<file path="src/rv32_defs.svh">
`ifndef RV32_DEFS_SVH
`define RV32_DEFS_SVH

// ========================================
// core geometry
// ========================================

// register and data width
`define XPR_LEN 32

// barrel depth, must stay at 5 or more so a hart never overlaps itself
`define RV_NUM_HARTS 8
`define HART_W 3

// every hart starts here
`define RESET_ADDRESS 32'h0000_0000

`define REG_ADDR_W 5

// ========================================
// memory geometry (word addresses)
// ========================================

`define IMEM_ADDR_W 10
`define DMEM_ADDR_W 10

`endif

</file>
<file path="src/rv32_pkg.sv">
`include "rv32_defs.svh"

package rv32_pkg;

    // ========================================
    // basic types
    // ========================================

    typedef logic [`XPR_LEN-1:0] rv32_data_t;
    typedef logic [`HART_W-1:0] rv32_hart_t;
    typedef logic [`REG_ADDR_W-1:0] rv32_reg_addr_t;
    typedef logic [`IMEM_ADDR_W-1:0] rv32_imem_addr_t;
    typedef logic [`DMEM_ADDR_W-1:0] rv32_dmem_addr_t;
    typedef logic [`XPR_LEN/8-1:0] rv32_be_t;

    // ========================================
    // decoded instructions
    // ========================================

    // anything outside this list decodes to RV32_NOP
    typedef enum logic [5:0] {
        RV32_NOP,
        RV32_LUI, RV32_AUIPC, RV32_JAL, RV32_JALR,
        RV32_BEQ, RV32_BNE, RV32_BLT, RV32_BGE, RV32_BLTU, RV32_BGEU,
        RV32_LB, RV32_LH, RV32_LW, RV32_LBU, RV32_LHU,
        RV32_SB, RV32_SH, RV32_SW,
        RV32_ADDI, RV32_SLTI, RV32_SLTIU, RV32_XORI, RV32_ORI, RV32_ANDI,
        RV32_SLLI, RV32_SRLI, RV32_SRAI,
        RV32_ADD, RV32_SUB, RV32_SLL, RV32_SLT, RV32_SLTU,
        RV32_XOR, RV32_SRL, RV32_SRA, RV32_OR, RV32_AND
    } rv32_opcode_t;

    typedef enum logic [3:0] {
        ALU_ADD,
        ALU_SUB,
        ALU_SLL,
        ALU_SLT,
        ALU_SLTU,
        ALU_XOR,
        ALU_SRL,
        ALU_SRA,
        ALU_OR,
        ALU_AND
    } rv32_alu_op_t;

endpackage

</file>
<file path="src/rv32_result.sv">
`timescale 1ns/10ps

module rv32_result (
    input  logic                     clk,
    input  logic                     rst_n,
    input  logic                     valid,
    input  rv32_pkg::rv32_opcode_t   opcode,
    input  rv32_pkg::rv32_reg_addr_t rd,
    input  rv32_pkg::rv32_data_t     result,
    input  logic [1:0]               load_lane,
    input  rv32_pkg::rv32_data_t     dmem_rdata,
    output logic                     wen,
    output rv32_pkg::rv32_reg_addr_t wa,
    output rv32_pkg::rv32_data_t     wd
);
    import rv32_pkg::*;

    logic           w_valid;
    rv32_opcode_t   w_opcode;
    rv32_reg_addr_t w_rd;
    rv32_data_t     w_result;
    logic [1:0]     w_lane;
    logic [7:0]     ld_byte;
    logic [15:0]    ld_half;

    // M to W register
    always_ff @(posedge clk) begin
        if (!rst_n) begin
            w_valid <= 1'b0;
        end else begin
            w_valid <= valid;
        end
    end

    always_ff @(posedge clk) begin
        w_opcode <= opcode;
        w_rd     <= rd;
        w_result <= result;
        w_lane   <= load_lane;
    end

    // ========================================
    // load lane extraction
    // ========================================

    assign ld_byte = dmem_rdata[{w_lane, 3'b000} +: 8];
    assign ld_half = w_lane[1] ? dmem_rdata[31:16] : dmem_rdata[15:0];

    always_comb begin
        case (w_opcode)
            RV32_LB:  wd = {{24{ld_byte[7]}}, ld_byte};
            RV32_LBU: wd = {24'b0, ld_byte};
            RV32_LH:  wd = {{16{ld_half[15]}}, ld_half};
            RV32_LHU: wd = {16'b0, ld_half};
            RV32_LW:  wd = dmem_rdata;
            default:  wd = w_result;
        endcase
    end

    // branches, stores and no-ops leave the bank alone
    assign wen = w_valid && !(w_opcode inside {RV32_BEQ, RV32_BNE, RV32_BLT, RV32_BGE,
                                               RV32_BLTU, RV32_BGEU, RV32_SB, RV32_SH,
                                               RV32_SW, RV32_NOP});
    assign wa  = w_rd;

endmodule

</file>
<file path="config.mk">
export PLATFORM = sky130hd
export DESIGN_NAME = rv32_result
export DESIGN_NICKNAME = d
export VERILOG_FILES = /design/src/rv32_pkg.sv /design/src/rv32_result.sv
export VERILOG_INCLUDE_DIRS = /design/src /design/src/src
export SDC_FILE = /design/constraint.sdc
export NUM_CORES = 1
export LEC_CHECK = 0
export ABC_CLOCK_PERIOD_IN_PS = 1700
export BUFFER_PORTS_ARGS = -buffer_cell sky130_fd_sc_hd__buf_2
export CORE_ASPECT_RATIO = 2
export CORE_MARGIN = 2
export CORE_UTILIZATION = 39
export DETAILED_ROUTE_END_ITERATION = 8
export PLACE_DENSITY = 0.76
export SYNTH_ARGS = -nofsm -noshare
export SYNTH_HDL_FRONTEND = slang
export SYNTH_SLANG_ARGS = --single-unit
</file>
<file path="constraint.sdc">
create_clock -name clk -period 1.7 [get_ports clk]
set_input_delay 0.085 -clock clk [delete_from_list [all_inputs] [get_ports clk]]
set_output_delay 0.085 -clock clk [all_outputs]
set_load 0.02 [all_outputs]
</file>
# Word level (Yosys, flattened, before mapping)

Cells that the tools add are included.
Widths: inputs -> output; s select.

Bits of input ports: 80
Output and inout bits: 38
Flip-flop bits (word level): 46
Word-level logic and storage cells: 26

Equal/unequal tests: 14
Mux-type cells: 2
Shifts and indexed selects: 1
Reduce and logical (&&, ||, !) cells: 4

Operators with widths:

| operator           | count |
|---|---|
| $pmux 32 s5        | 1 |
| $eq 6x4->1 const B | 8 |
| $shiftx 32x6->8    | 1 |
| $eq 6x3->1 const B | 3 |
| $eq 6x5->1 const B | 3 |
| $mux 16            | 1 |
| $reduce_bool 10->1 | 1 |
| $logic_not 6->1    | 1 |
| $logic_and 1x1->1  | 1 |
| $logic_not 1->1    | 1 |

# Logic depth before layout (Yosys ltp)

Depth in word-level cells: 4
Gate-level depth with buffers: 7
Depth with buffers taken out: 4

# Worst setup path after synthesis

OpenSTA, ideal clock, no wires.

Path type: flip-flop to output port
Start: register w_lane[0]
End: output wd[10]
Arrival time: 1.750 ns
Required time: 1.615 ns
Path buffers: 2
Cell stages (with the launch flop): 7
Path slack: -0.135 ns
Cell sequence: dfxtp_1 buf_6 mux4_2 and4b_4 buf_6 a21o_1 a221o_1

Longest elaborated chain between the ends: 2

RTL lines:

| item                   | line              | text |
|---|---|---|
| from (decl)            | rv32_result.sv:22 | `logic [1:0] w_lane;` |
| from (signal assigned) | rv32_result.sv:39 | `w_lane <= load_lane;` |
| $shiftx 32x6->8        | rv32_result.sv:46 | `assign ld_byte = dmem_rdata[{w_lane, 3'b000} +: 8];` |
| $pmux 32 s5            | rv32_result.sv:50 | `case (w_opcode)` |
| to (decl)              | rv32_result.sv:14 | `output rv32_pkg::rv32_data_t wd` |

Every way passes these cells.

# Final worst setup path

Start: register w_lane[0]
End: output wd[11]

Same word-level chain as after synthesis.

==> impl_metrics.yaml <==
run_status:
  status: "finished with violations"
  violations: "negative setup slack"
synthesis:
  ys_ff_latch: 46
  yosysMostFrequentCell: "dfxtp_1"
  yosysSeqAreaShare: 0.4661
  yosysTopAreaCell: "dfxtp_1"
  syn-cell-area_sq_um: 1976
  synth_top_area_share: 0.4661
  synthTopCellsByArea: "dfxtp_1 (47%), mux4_1 (9.3%), a221o_1 (7.6%), a22oi_1 (6.1%), a21oi_1 (4.1%)"
  synth-async-reset-ratio: 0
  synthFlopType: "dfxtp_1"
  ys_warn_count: 0
  synth_common_cells: "dfxtp_1 (46), nor2_1 (20), a21oi_1 (16), a22oi_1 (16), a221o_1 (15)"
  synth_edf_count: 0
  syn_area_per_cell_sq_um: 10.86
  synthDistinctLibCells: 34
  syn_nets: 262
  syn_inst: 182
timing:
  setup_violations: 32
  worst_slew_margin_rel: 0.7994
  slew_violations: 0
  fin_setup_tns_ps: -10240
  grt_setup_unrepaired: "yes"
  worst_pin_slew_ps: 300.0
  post-route-period-util: 1.235
  hold_viol_final: 0
  max_freq_mhz: 476.1
  period_needed_ps: 2100
  setup_ws_ps: -400.3
finish:
  drive_gt1_frac: 0.4986
  multi_input_area_sq_um: 1005
  nets: 446
  num-fill-cells: 362
  post-route-util: 0.7220
  diodes: 0
  seq_area_sq_um: 934.6
  syn2layout_area_growth_pct: 77.77
critical_path:
  crit_family: "multiplexers"
  cp-startpoint: "w_lane[0]"
  critPathKind: "reg2out"
  cp-end-kind: "primary output"
  cp_max_fo: 8
  cp-start-kind: "flip-flop"
  required_ps: 1620
  critPathMaxStageDelay_ps: 510
  cp_num_buf_inv: 1
  worstPathArrival_ps: 2020
  cp_num_cells: 5
  critPathCapture: "wd[11]"
  crit_chain: "mux4_2, and4b_4, a21o_1, a221o_1, buf_6"
  crit_slowest_cell: "mux4_2"
clock_tree:
  clk_pin_slew_ps: 100
  clock_path_buffers: 2
  cts_inserted_buffers: 5
  h-tree-depth: 2
  cts-root-buf: "clkbuf_8"
  cts_tree: "built"
  cts.sinks: 46
power:
  power_uw: 2567
  cellPowerDensity_nw_per_um2: 731.0
  ir_drop_mv: 0.6982
  leakage_uw: 0.001653
drt:
  postRouteAntennaNets: 0
  drt_iter0_drc: 69
  detail_route.wirelength_um: 7210
  dr.pass1.iters: 4
  drc: 0
  wl_met2_um: 4103
  wl_met1_um: 2382
  wl_met3_um: 439
  routed.top_layer: "met4"
  viasPerCell: 5.443
  vias: 2308
  wl_per_cell_um: 17.00
global_route:
  grt_max_degree: 17
  grt_pass1_wl_um: 10830
  overflow: 0
  grt_pass1_vias: 2348
  grt_usage: 0.2634
  antenna_found_initial: 0
die:
  die_w_um: 54.33
  core_area_sq_um: 4865
  rows: 36
  dieArea_sq_um: 5685
  start_util: 0.4061
  io_pins: 118
  fp.dieH_um: 104.7
placed_design:
  dp_hpwl_um: 4963
  io_buffers: 117
  place_ws_ps: -75.20
  gp_congestion: 0.8771
worst_hold_path:
  min_path_type: "in2reg"
flow_run:
  max_cap_viol_count: 0
## through the flow
step	std cells	cell area [sq um]	hold slack [ps]
after detailed placement	366	2759	188.6
after CTS	424	3490	396.1
after global routing	424	3512	397.1
after global placement	366	2759	186.8
after floorplan	182	1982	112.7
final	424	3512	405.6
## logic make-up after synthesis
group / after synthesis / synth area share
AO/OA/AOI/OAI: 71 / 0.2679
XOR/XNOR: 2 / 0.008868
adder cells (fa/ha/maj): 2 / 0.01013
buffers and inverters: 19 / 0.05192
flip-flops: 46 / 0.4661
multiplexers: 9 / 0.1096
AND/OR/NAND/NOR: 33 / 0.08550
## what timing repair did
action	4_1_cts	5_1_grt
hold buffers	47	0
gates resized for setup	58	11
pin swaps	4	3
buffers inserted	4	0
endpoints found under the setup margin	32	33
gates cloned	1	0
endpoints found under the hold margin	46	0
## layout make-up
cell class              count  area share
repair buffers            192      0.3969
multi-input cells         117      0.2861
flip-flops and latches     46      0.2661
well taps                  57     0.02031
clock buffers               5     0.01959
clock inverters             3    0.006769
inverters                   4    0.004275
## cells in the final DEF, fill, tap and decap left out, types with 2 or more instances in the layout
master / Yosys / routed
a221o_1: 15 / 15
a22o_1: 7 / 7
maj3_1: 2 / 2
buf_8: 0 / 2
clkbuf_8: 0 / 5
dlygate4sd3_1: 0 / 47
inv_1: 4 / 4
buf_4: 0 / 30
a21oi_2: 0 / 7
buf_6: 3 / 14
nor2_1: 20 / 19
o21ai_1: 2 / 2
a22oi_1: 16 / 16
mux4_1: 7 / 2
mux4_2: 1 / 6
dfxtp_1: 46 / 39
clkinvlp_4: 0 / 2
buf_2: 7 / 98
dfxtp_2: 0 / 5
a21o_1: 8 / 8
nand3_1: 2 / 2
nand2_1: 3 / 3
a21oi_1: 16 / 8
dfxtp_4: 0 / 2
## registers in the layout, indices dropped and copies added (netlist names)
name      cells
w_result     32
w_opcode      6
w_valid       1
w_lane        2
wa            5
## where the power goes
| part | total [uW] | switching, uW | internal (uW) |
|---|---|---|---|
| logic | 709 | 323 | 386 |
| clock network | 689 | 395 | 294 |
| registers | 1170 | 33.1 | 1140 |
## how the worst min path moves through the flow
| stage | slack [ps] | cells past startpoint | end | startpoint |
|---|---|---|---|---|
| 5_1_grt | 400 | 2 | w_result[14] | result[14] |
| 3_5_place_dp | 190 | 1 | w_result[15] | result[15] |
| 2_1_floorplan | 110 | 0 | w_lane[1] | load_lane[1] |
| 3_3_place_gp | 190 | 1 | w_result[17] | result[17] |
| 4_1_cts | 400 | 2 | w_result[8] | result[8] |
| 6_report | 410 | 2 | wa[1] | rd[1] |
## per-layer routing
metal,GRT usage,vias up
li1,-,1068
met3,0.06000,26
met4,0.1446,0
met5,0,-
met1,0.2486,1099
met2,0.4776,115
Note: power is estimated with default switching activity, not from simulation.
