## config.mk

```make
export PLATFORM = sky130hd
export DESIGN_NAME = rv32_decoder
export DESIGN_NICKNAME = d
export VERILOG_FILES = /design/src/rv32_pkg.sv /design/src/rv32_decoder.sv
export VERILOG_INCLUDE_DIRS = /design/src /design/src/src
export SDC_FILE = /design/constraint.sdc
export NUM_CORES = 1
export LEC_CHECK = 0
export BUFFER_PORTS_ARGS = -buffer_cell sky130_fd_sc_hd__buf_4
export CAP_MARGIN = 20
export CORE_UTILIZATION = 45
export DETAILED_ROUTE_END_ITERATION = 10
export PLACE_DENSITY = 0.92
export SLEW_MARGIN = 20
export SYNTH_ARGS = -nofsm -noshare
export SYNTH_HDL_FRONTEND = slang
export SYNTH_SLANG_ARGS = --single-unit
```

## constraint.sdc

```tcl
create_clock -name vclk -period 5.05
set_input_delay 0 -clock vclk [all_inputs]
set_output_delay 0 -clock vclk [all_outputs]
set_load 0.05 [all_outputs]
```

## src/rv32_defs.svh

```systemverilog
`ifndef RV32_DEFS_SVH
`define RV32_DEFS_SVH

// ========================================
// core geometry
// ========================================

// register and data width
`define XPR_LEN 32

// barrel depth, must stay at 5 or more so a hart never overlaps itself
`define RV_NUM_HARTS 8
`define HART_W 3

// every hart starts here
`define RESET_ADDRESS 32'h0000_0000

`define REG_ADDR_W 5

// ========================================
// memory geometry (word addresses)
// ========================================

`define IMEM_ADDR_W 10
`define DMEM_ADDR_W 10

`endif

```

## src/rv32_pkg.sv

```systemverilog
`include "rv32_defs.svh"

package rv32_pkg;

    // ========================================
    // basic types
    // ========================================

    typedef logic [`XPR_LEN-1:0] rv32_data_t;
    typedef logic [`HART_W-1:0] rv32_hart_t;
    typedef logic [`REG_ADDR_W-1:0] rv32_reg_addr_t;
    typedef logic [`IMEM_ADDR_W-1:0] rv32_imem_addr_t;
    typedef logic [`DMEM_ADDR_W-1:0] rv32_dmem_addr_t;
    typedef logic [`XPR_LEN/8-1:0] rv32_be_t;

    // ========================================
    // decoded instructions
    // ========================================

    // anything outside this list decodes to RV32_NOP
    typedef enum logic [5:0] {
        RV32_NOP,
        RV32_LUI, RV32_AUIPC, RV32_JAL, RV32_JALR,
        RV32_BEQ, RV32_BNE, RV32_BLT, RV32_BGE, RV32_BLTU, RV32_BGEU,
        RV32_LB, RV32_LH, RV32_LW, RV32_LBU, RV32_LHU,
        RV32_SB, RV32_SH, RV32_SW,
        RV32_ADDI, RV32_SLTI, RV32_SLTIU, RV32_XORI, RV32_ORI, RV32_ANDI,
        RV32_SLLI, RV32_SRLI, RV32_SRAI,
        RV32_ADD, RV32_SUB, RV32_SLL, RV32_SLT, RV32_SLTU,
        RV32_XOR, RV32_SRL, RV32_SRA, RV32_OR, RV32_AND
    } rv32_opcode_t;

    typedef enum logic [3:0] {
        ALU_ADD,
        ALU_SUB,
        ALU_SLL,
        ALU_SLT,
        ALU_SLTU,
        ALU_XOR,
        ALU_SRL,
        ALU_SRA,
        ALU_OR,
        ALU_AND
    } rv32_alu_op_t;

endpackage

```

## src/rv32_decoder.sv

```systemverilog
`timescale 1ns/10ps

module rv32_decoder (
    input  rv32_pkg::rv32_data_t     instr,
    output rv32_pkg::rv32_opcode_t   opcode,
    output rv32_pkg::rv32_reg_addr_t rd,
    output rv32_pkg::rv32_reg_addr_t rs1,
    output rv32_pkg::rv32_reg_addr_t rs2,
    output rv32_pkg::rv32_data_t     imm,
    output rv32_pkg::rv32_alu_op_t   alu_op
);
    import rv32_pkg::*;

    logic [2:0] funct3;
    logic       f7_zero;
    logic       f7_alt;
    rv32_data_t imm_i;
    rv32_data_t imm_s;
    rv32_data_t imm_b;
    rv32_data_t imm_u;
    rv32_data_t imm_j;
    rv32_data_t imm_sh;

    assign rd     = instr[11:7];
    assign rs1    = instr[19:15];
    assign rs2    = instr[24:20];
    assign funct3 = instr[14:12];

    assign f7_zero = (instr[31:25] == 7'b0000000);
    assign f7_alt  = (instr[31:25] == 7'b0100000);

    // immediate formats, all sign extended from bit 31
    assign imm_i  = {{20{instr[31]}}, instr[31:20]};
    assign imm_s  = {{20{instr[31]}}, instr[31:25], instr[11:7]};
    assign imm_b  = {{20{instr[31]}}, instr[7], instr[30:25], instr[11:8], 1'b0};
    assign imm_u  = {instr[31:12], 12'b0};
    assign imm_j  = {{12{instr[31]}}, instr[19:12], instr[20], instr[30:21], 1'b0};
    assign imm_sh = {27'b0, instr[24:20]};

    always_comb begin
        opcode = RV32_NOP;
        imm    = imm_i;
        alu_op = ALU_ADD;
        case (instr[6:0])
            7'b0110111: begin
                opcode = RV32_LUI;
                imm    = imm_u;
            end
            7'b0010111: begin
                opcode = RV32_AUIPC;
                imm    = imm_u;
            end
            7'b1101111: begin
                opcode = RV32_JAL;
                imm    = imm_j;
            end
            7'b1100111: begin
                if (funct3 == 3'b000) begin
                    opcode = RV32_JALR;
                end
            end
            7'b1100011: begin
                imm = imm_b;
                case (funct3)
                    3'b000: opcode = RV32_BEQ;
                    3'b001: opcode = RV32_BNE;
                    3'b100: opcode = RV32_BLT;
                    3'b101: opcode = RV32_BGE;
                    3'b110: opcode = RV32_BLTU;
                    3'b111: opcode = RV32_BGEU;
                    default: opcode = RV32_NOP;
                endcase
            end
            7'b0000011: begin
                case (funct3)
                    3'b000: opcode = RV32_LB;
                    3'b001: opcode = RV32_LH;
                    3'b010: opcode = RV32_LW;
                    3'b100: opcode = RV32_LBU;
                    3'b101: opcode = RV32_LHU;
                    default: opcode = RV32_NOP;
                endcase
            end
            7'b0100011: begin
                imm = imm_s;
                case (funct3)
                    3'b000: opcode = RV32_SB;
                    3'b001: opcode = RV32_SH;
                    3'b010: opcode = RV32_SW;
                    default: opcode = RV32_NOP;
                endcase
            end
            // immediate ALU ops
            7'b0010011: begin
                case (funct3)
                    3'b000: opcode = RV32_ADDI;
                    3'b010: {opcode, alu_op} = {RV32_SLTI, ALU_SLT};
                    3'b011: {opcode, alu_op} = {RV32_SLTIU, ALU_SLTU};
                    3'b100: {opcode, alu_op} = {RV32_XORI, ALU_XOR};
                    3'b110: {opcode, alu_op} = {RV32_ORI, ALU_OR};
                    3'b111: {opcode, alu_op} = {RV32_ANDI, ALU_AND};
                    3'b001: begin
                        imm = imm_sh;
                        if (f7_zero) begin
                            {opcode, alu_op} = {RV32_SLLI, ALU_SLL};
                        end
                    end
                    default: begin
                        imm = imm_sh;
                        if (f7_zero) begin
                            {opcode, alu_op} = {RV32_SRLI, ALU_SRL};
                        end else if (f7_alt) begin
                            {opcode, alu_op} = {RV32_SRAI, ALU_SRA};
                        end
                    end
                endcase
            end
            // register ALU ops, only SUB and SRA use the alternate funct7
            7'b0110011: begin
                if (f7_zero || (f7_alt && ((funct3 == 3'b000) || (funct3 == 3'b101)))) begin
                    case (funct3)
                        3'b000: {opcode, alu_op} = f7_alt ? {RV32_SUB, ALU_SUB}
                                                          : {RV32_ADD, ALU_ADD};
                        3'b001: {opcode, alu_op} = {RV32_SLL, ALU_SLL};
                        3'b010: {opcode, alu_op} = {RV32_SLT, ALU_SLT};
                        3'b011: {opcode, alu_op} = {RV32_SLTU, ALU_SLTU};
                        3'b100: {opcode, alu_op} = {RV32_XOR, ALU_XOR};
                        3'b101: {opcode, alu_op} = f7_alt ? {RV32_SRA, ALU_SRA}
                                                          : {RV32_SRL, ALU_SRL};
                        3'b110: {opcode, alu_op} = {RV32_OR, ALU_OR};
                        default: {opcode, alu_op} = {RV32_AND, ALU_AND};
                    endcase
                end
            end
            default: opcode = RV32_NOP;
        endcase
    end

endmodule

```

---- Yosys cells after proc, flatten, opt, wreduce, memory -nomap -nowiden ----
Index checks and enable logic that the tools add are counted.
W data, S select, Z words.
word-level totals
  logic and storage cells ................. 46
  input port bits ......................... 32
  register bits after elaboration ......... 0
  output and inout port bits .............. 57
operators by class
  eq/ne operators ......................... 17
  muxes and demuxes ....................... 22
  reductions and logical operators ........ 7
operator list
  kind                  number
  $pmux W32 S5          1
  $pmux W4 S7           2
  $pmux W6 S9           1
  $pmux W6 S7           1
  $pmux W5 S7           1
  $mux W32              1
  $eq A7 B6 Y1 const B  4
  $mux W5               5
  $pmux W4 S6           1
  $eq A7 B7 Y1 const B  3
  $pmux W4 S5           1
  $pmux W5 S3           1
  $eq A7 B5 Y1 const B  2
  $eq A3 B3 Y1 const B  4
  $mux W3               3
  $pmux W4 S2           1
  $eq A7 B2 Y1 const B  1
  $logic_not A7 Y1      1
  $eq A3 B2 Y1 const B  2
  $mux W6               1
  $reduce_or A6 Y1      1
  $mux W4               1
  $eq A3 B1 Y1 const B  1
  $logic_not A3 Y1      1
  4 further kinds       5

---- Logic depth before layout (Yosys ltp) ----
  word-level depth ........................ 6
  depth in mapped cells ................... 7

---- Worst setup path after synthesis ----
No wires, ideal clock.
  path type ............................... input-to-output
  start ................................... input port instr[25]
  end ..................................... output port opcode[3]
  required time ........................... 5050 ps
  setup slack ............................. 2507 ps
  arrival time ............................ 2543 ps
  stages .................................. 5
  cell sequence ........................... or4_4 -> or3_4 -> or4_4 -> buf_6 -> o21ai_0
between the ends
  longest elaborated chain between the ends .. 5
  elaborated cells on any way between the ends .. 10
  those cells by class .................... eq/ne (1); mux (6); reduce/logical (3)
RTL lines
  item                                                   line                                      RTL
  start: declaration                                     rv32_decoder.sv:4                         input rv32_pkg::rv32_data_t instr,
  $eq A7 B6 Y1                                           rv32_decoder.sv:30                        assign f7_alt = (instr[31:25] == 7'b0100000);
  $mux W5 / $logic_and A1 B1 Y1 (equally long branches)  rv32_decoder.sv:112, rv32_decoder.sv:120
  $mux W5 / $logic_or A1 B1 Y1 (equally long branches)   rv32_decoder.sv:110, rv32_decoder.sv:120
  $pmux W5 S7 / $mux W6 (equally long branches)          rv32_decoder.sv:95, rv32_decoder.sv:120
  $pmux W6 S9 *                                          rv32_decoder.sv:44                        case (instr[6:0])
  end: declaration                                       rv32_decoder.sv:5                         output rv32_pkg::rv32_opcode_t opcode,
Every way passes the cells marked *; elsewhere a longest branch is shown, timed or not.

---- Final worst setup path ----
  start ................................... input port instr[25]
  end ..................................... output port opcode[0]
between the ends
  longest elaborated chain between the ends .. 5
  elaborated cells on any way between the ends .. 13
  those cells by class .................... eq/ne (1); mux (9); reduce/logical (3)
RTL lines
  item                                           line                                     RTL
  $eq A7 B6 Y1                                   rv32_decoder.sv:30
  $mux W5 (tied with other cells)                rv32_decoder.sv:128                      3'b101: {opcode, alu_op} = f7_alt ? {RV32_SRA, ALU_SRA}
  $pmux W6 S7 (tied with other cells)            rv32_decoder.sv:121                      case (funct3)
  $mux W6 / $pmux W5 S7 (equally long branches)  rv32_decoder.sv:120, rv32_decoder.sv:95
  $pmux W6 S9 *                                  rv32_decoder.sv:44
Marks and branches as above.

==> results_dict.tcl <==
set metrics [dict create \
    grt_start_max_net_pins 25 \
    fill_cells 217 \
    max-vdd-ir-drop_v 0.00009781 \
    cts_setup_buffers 0 \
    start_util 0.4946 \
    pwr_density_cell_mw_per_mm2 119.5 \
    grt_pass1_wl_um 5727 \
    rsz0062_at_grt "false" \
    nets 272 \
    multiInputGateArea_um2 932.1 \
    cts_resized 0 \
    cp-end-kind "output port" \
    path_buf_inv 2 \
    max_cap_violations 0 \
    drv_slew 0 \
    diodes 0 \
    dr.pass1.iters 5 \
    fp.coreArea_mm2 0.002297 \
    dieArea_mm2 0.002730 \
    fin_crit_sh 0.4639 \
    gp_congestion 0.9036 \
    seq_area_um2 0 \
    sequential_cell_total 0 \
    status "finished clean" \
    holdBufCountCts 0 \
    max_slew_margin 0.5049 \
    layout_commonest_cell "buf_4" \
    portBuffers 89 \
    die_h_um 52.25 \
    max_stage_delay_ns 0.54 \
    worstSetupPathDepth 7 \
    worstSetupStartpointType "primary input" \
    synth_fp_nets 210 \
    crit_type "primary input to output port" \
    p_leak_uw 0.0008706 \
    synth_seq_area_share 0 \
    final_hold_viol_count 0 \
    hold_path.class "primary input to output port" \
    synth_area_per_cell_um2 6.383 \
    grt_usage 0.2631 \
    viasPerCell 5.835 \
    vias 1552 \
    layout_common_cells "89 x buf_4, 18 x a21o_1, 15 x nand2_1, 14 x nor2_1, 13 x o21ai_0" \
    first_global_vias 1266 \
    path_cells "buf_4, or4_4, or3_4, or4_4, or4b_1, nand3_1, buf_4" \
    wl_per_cell_um 13.96 \
    holdPathStages 2 \
    grt.overflow.total 0 \
    synth_cell_type_count 50 \
    clkbuf_count 0 \
    cp_max_fo 8 \
    max_clock_freq_mhz 426.8 \
    critPathRequiredTime_ns 5.05 \
    setup_ws_ns 2.707 \
    first_iter_violations 59 \
    antenna_found_initial 0 \
    die_w_um 52.25 \
    ios 89 \
    cp_slowest_cell "or4_4" \
    synth_cells 178 \
    setup_tns_ns 0 \
    rows 17 \
    drc 0 \
    critical_path_arrival_ns 2.34 \
    finalSetupViolCount 0 \
    drt-total-wl_um 3713 \
    worst_pin_slew_ns 0.7370 \
    syn_area_mm2 0.001136 \
    ys_warn_count 0 \
    dpl.hpwl_um 2931 \
    area_growth_pct 44.93 \
    timing.final.crit_period_ns 2.343 \
    ant_nets 0 \
    pre_cts_ws_ns 2.715 \
    path_delay_family "simple AND/OR/NAND/NOR gates" \
    layout-drive-gt1-share 0.4412 \
]
synthesized netlist by cell type, drive strengths merged, types with 2 or more instances:
master,number,area (um2)
a21o,19,143.9
buf,19,150.1
nand2,15,56.30
nor2,14,52.55
o21ai,13,65.06
a21oi,11,55.05
clkbuf,10,47.54
and2,9,57.56
nand3,5,25.02
nor3,5,25.02
a22o,4,35.03
and3,4,25.02
nand2b,4,25.02
or4,4,38.79
inv,3,11.26
o21a,3,22.52
a211oi,2,15.01
a31oi,2,12.51
and2b,2,17.52
and3b,2,17.52
nand3b,2,15.01
nor2b,2,12.51
o221ai,2,17.52
or2,2,12.51
area by class of cell:
| class | count | share of cell area |
|---|---|---|
| inverter | 3 | 0.006839 |
| multi-input combinational | 146 | 0.5661 |
| tap | 28 | 0.02128 |
| timing repair buffer | 89 | 0.4058 |
stage by stage:
stage               utilization  hold WS, ns  cell area (um2)  total power, uW  instances
floorplan                     -       0.1671             1136            139.6        178
global placement         0.7146       0.2637             1642            193.8        266
detailed placement       0.7146       0.2643             1642            195.3        266
CTS                      0.7146       0.2643             1642            195.9        266
global route             0.7168       0.2724             1647            207.4        266
finish                   0.7168       0.2640             1647            196.8        266
final timing paths:
check,slack [ns],end,start
max,2.71,opcode[0],instr[25]
min,0.26,rs1[3],instr[18]
cells by family (layout without fill, tap and decap cells):
family | after synthesis | after routing | share of synthesized area
and+or+nand+nor | 79 | 79 | 0.4086
xor gates and xnor gates | 1 | 1 | 0.007711
buffers and inverters | 32 | 92 | 0.1839
AOI/OAI and AO/OA | 66 | 66 | 0.3998
power by group:
part / switching [uW] / internal (uW) / leakage (uW)
logic: 131 / 66.2 / 0.000871
registers: 0 / 0 / 0
clock network: 0 / 0 / 0
total: 131 / 66.2 / 0.000871
metal layers:
metal | vias to the layer above | GRT usage | wire [um]
met2 | 86 | 0.4701 | 1880
met5 | - | 0 | 0
li1 | 759 | - | -
met4 | 0 | 0.01316 | 3
met3 | 2 | 0.02319 | 333
met1 | 705 | 0.3557 | 1496
No activity file was read; power rests on OpenSTA's default activity.
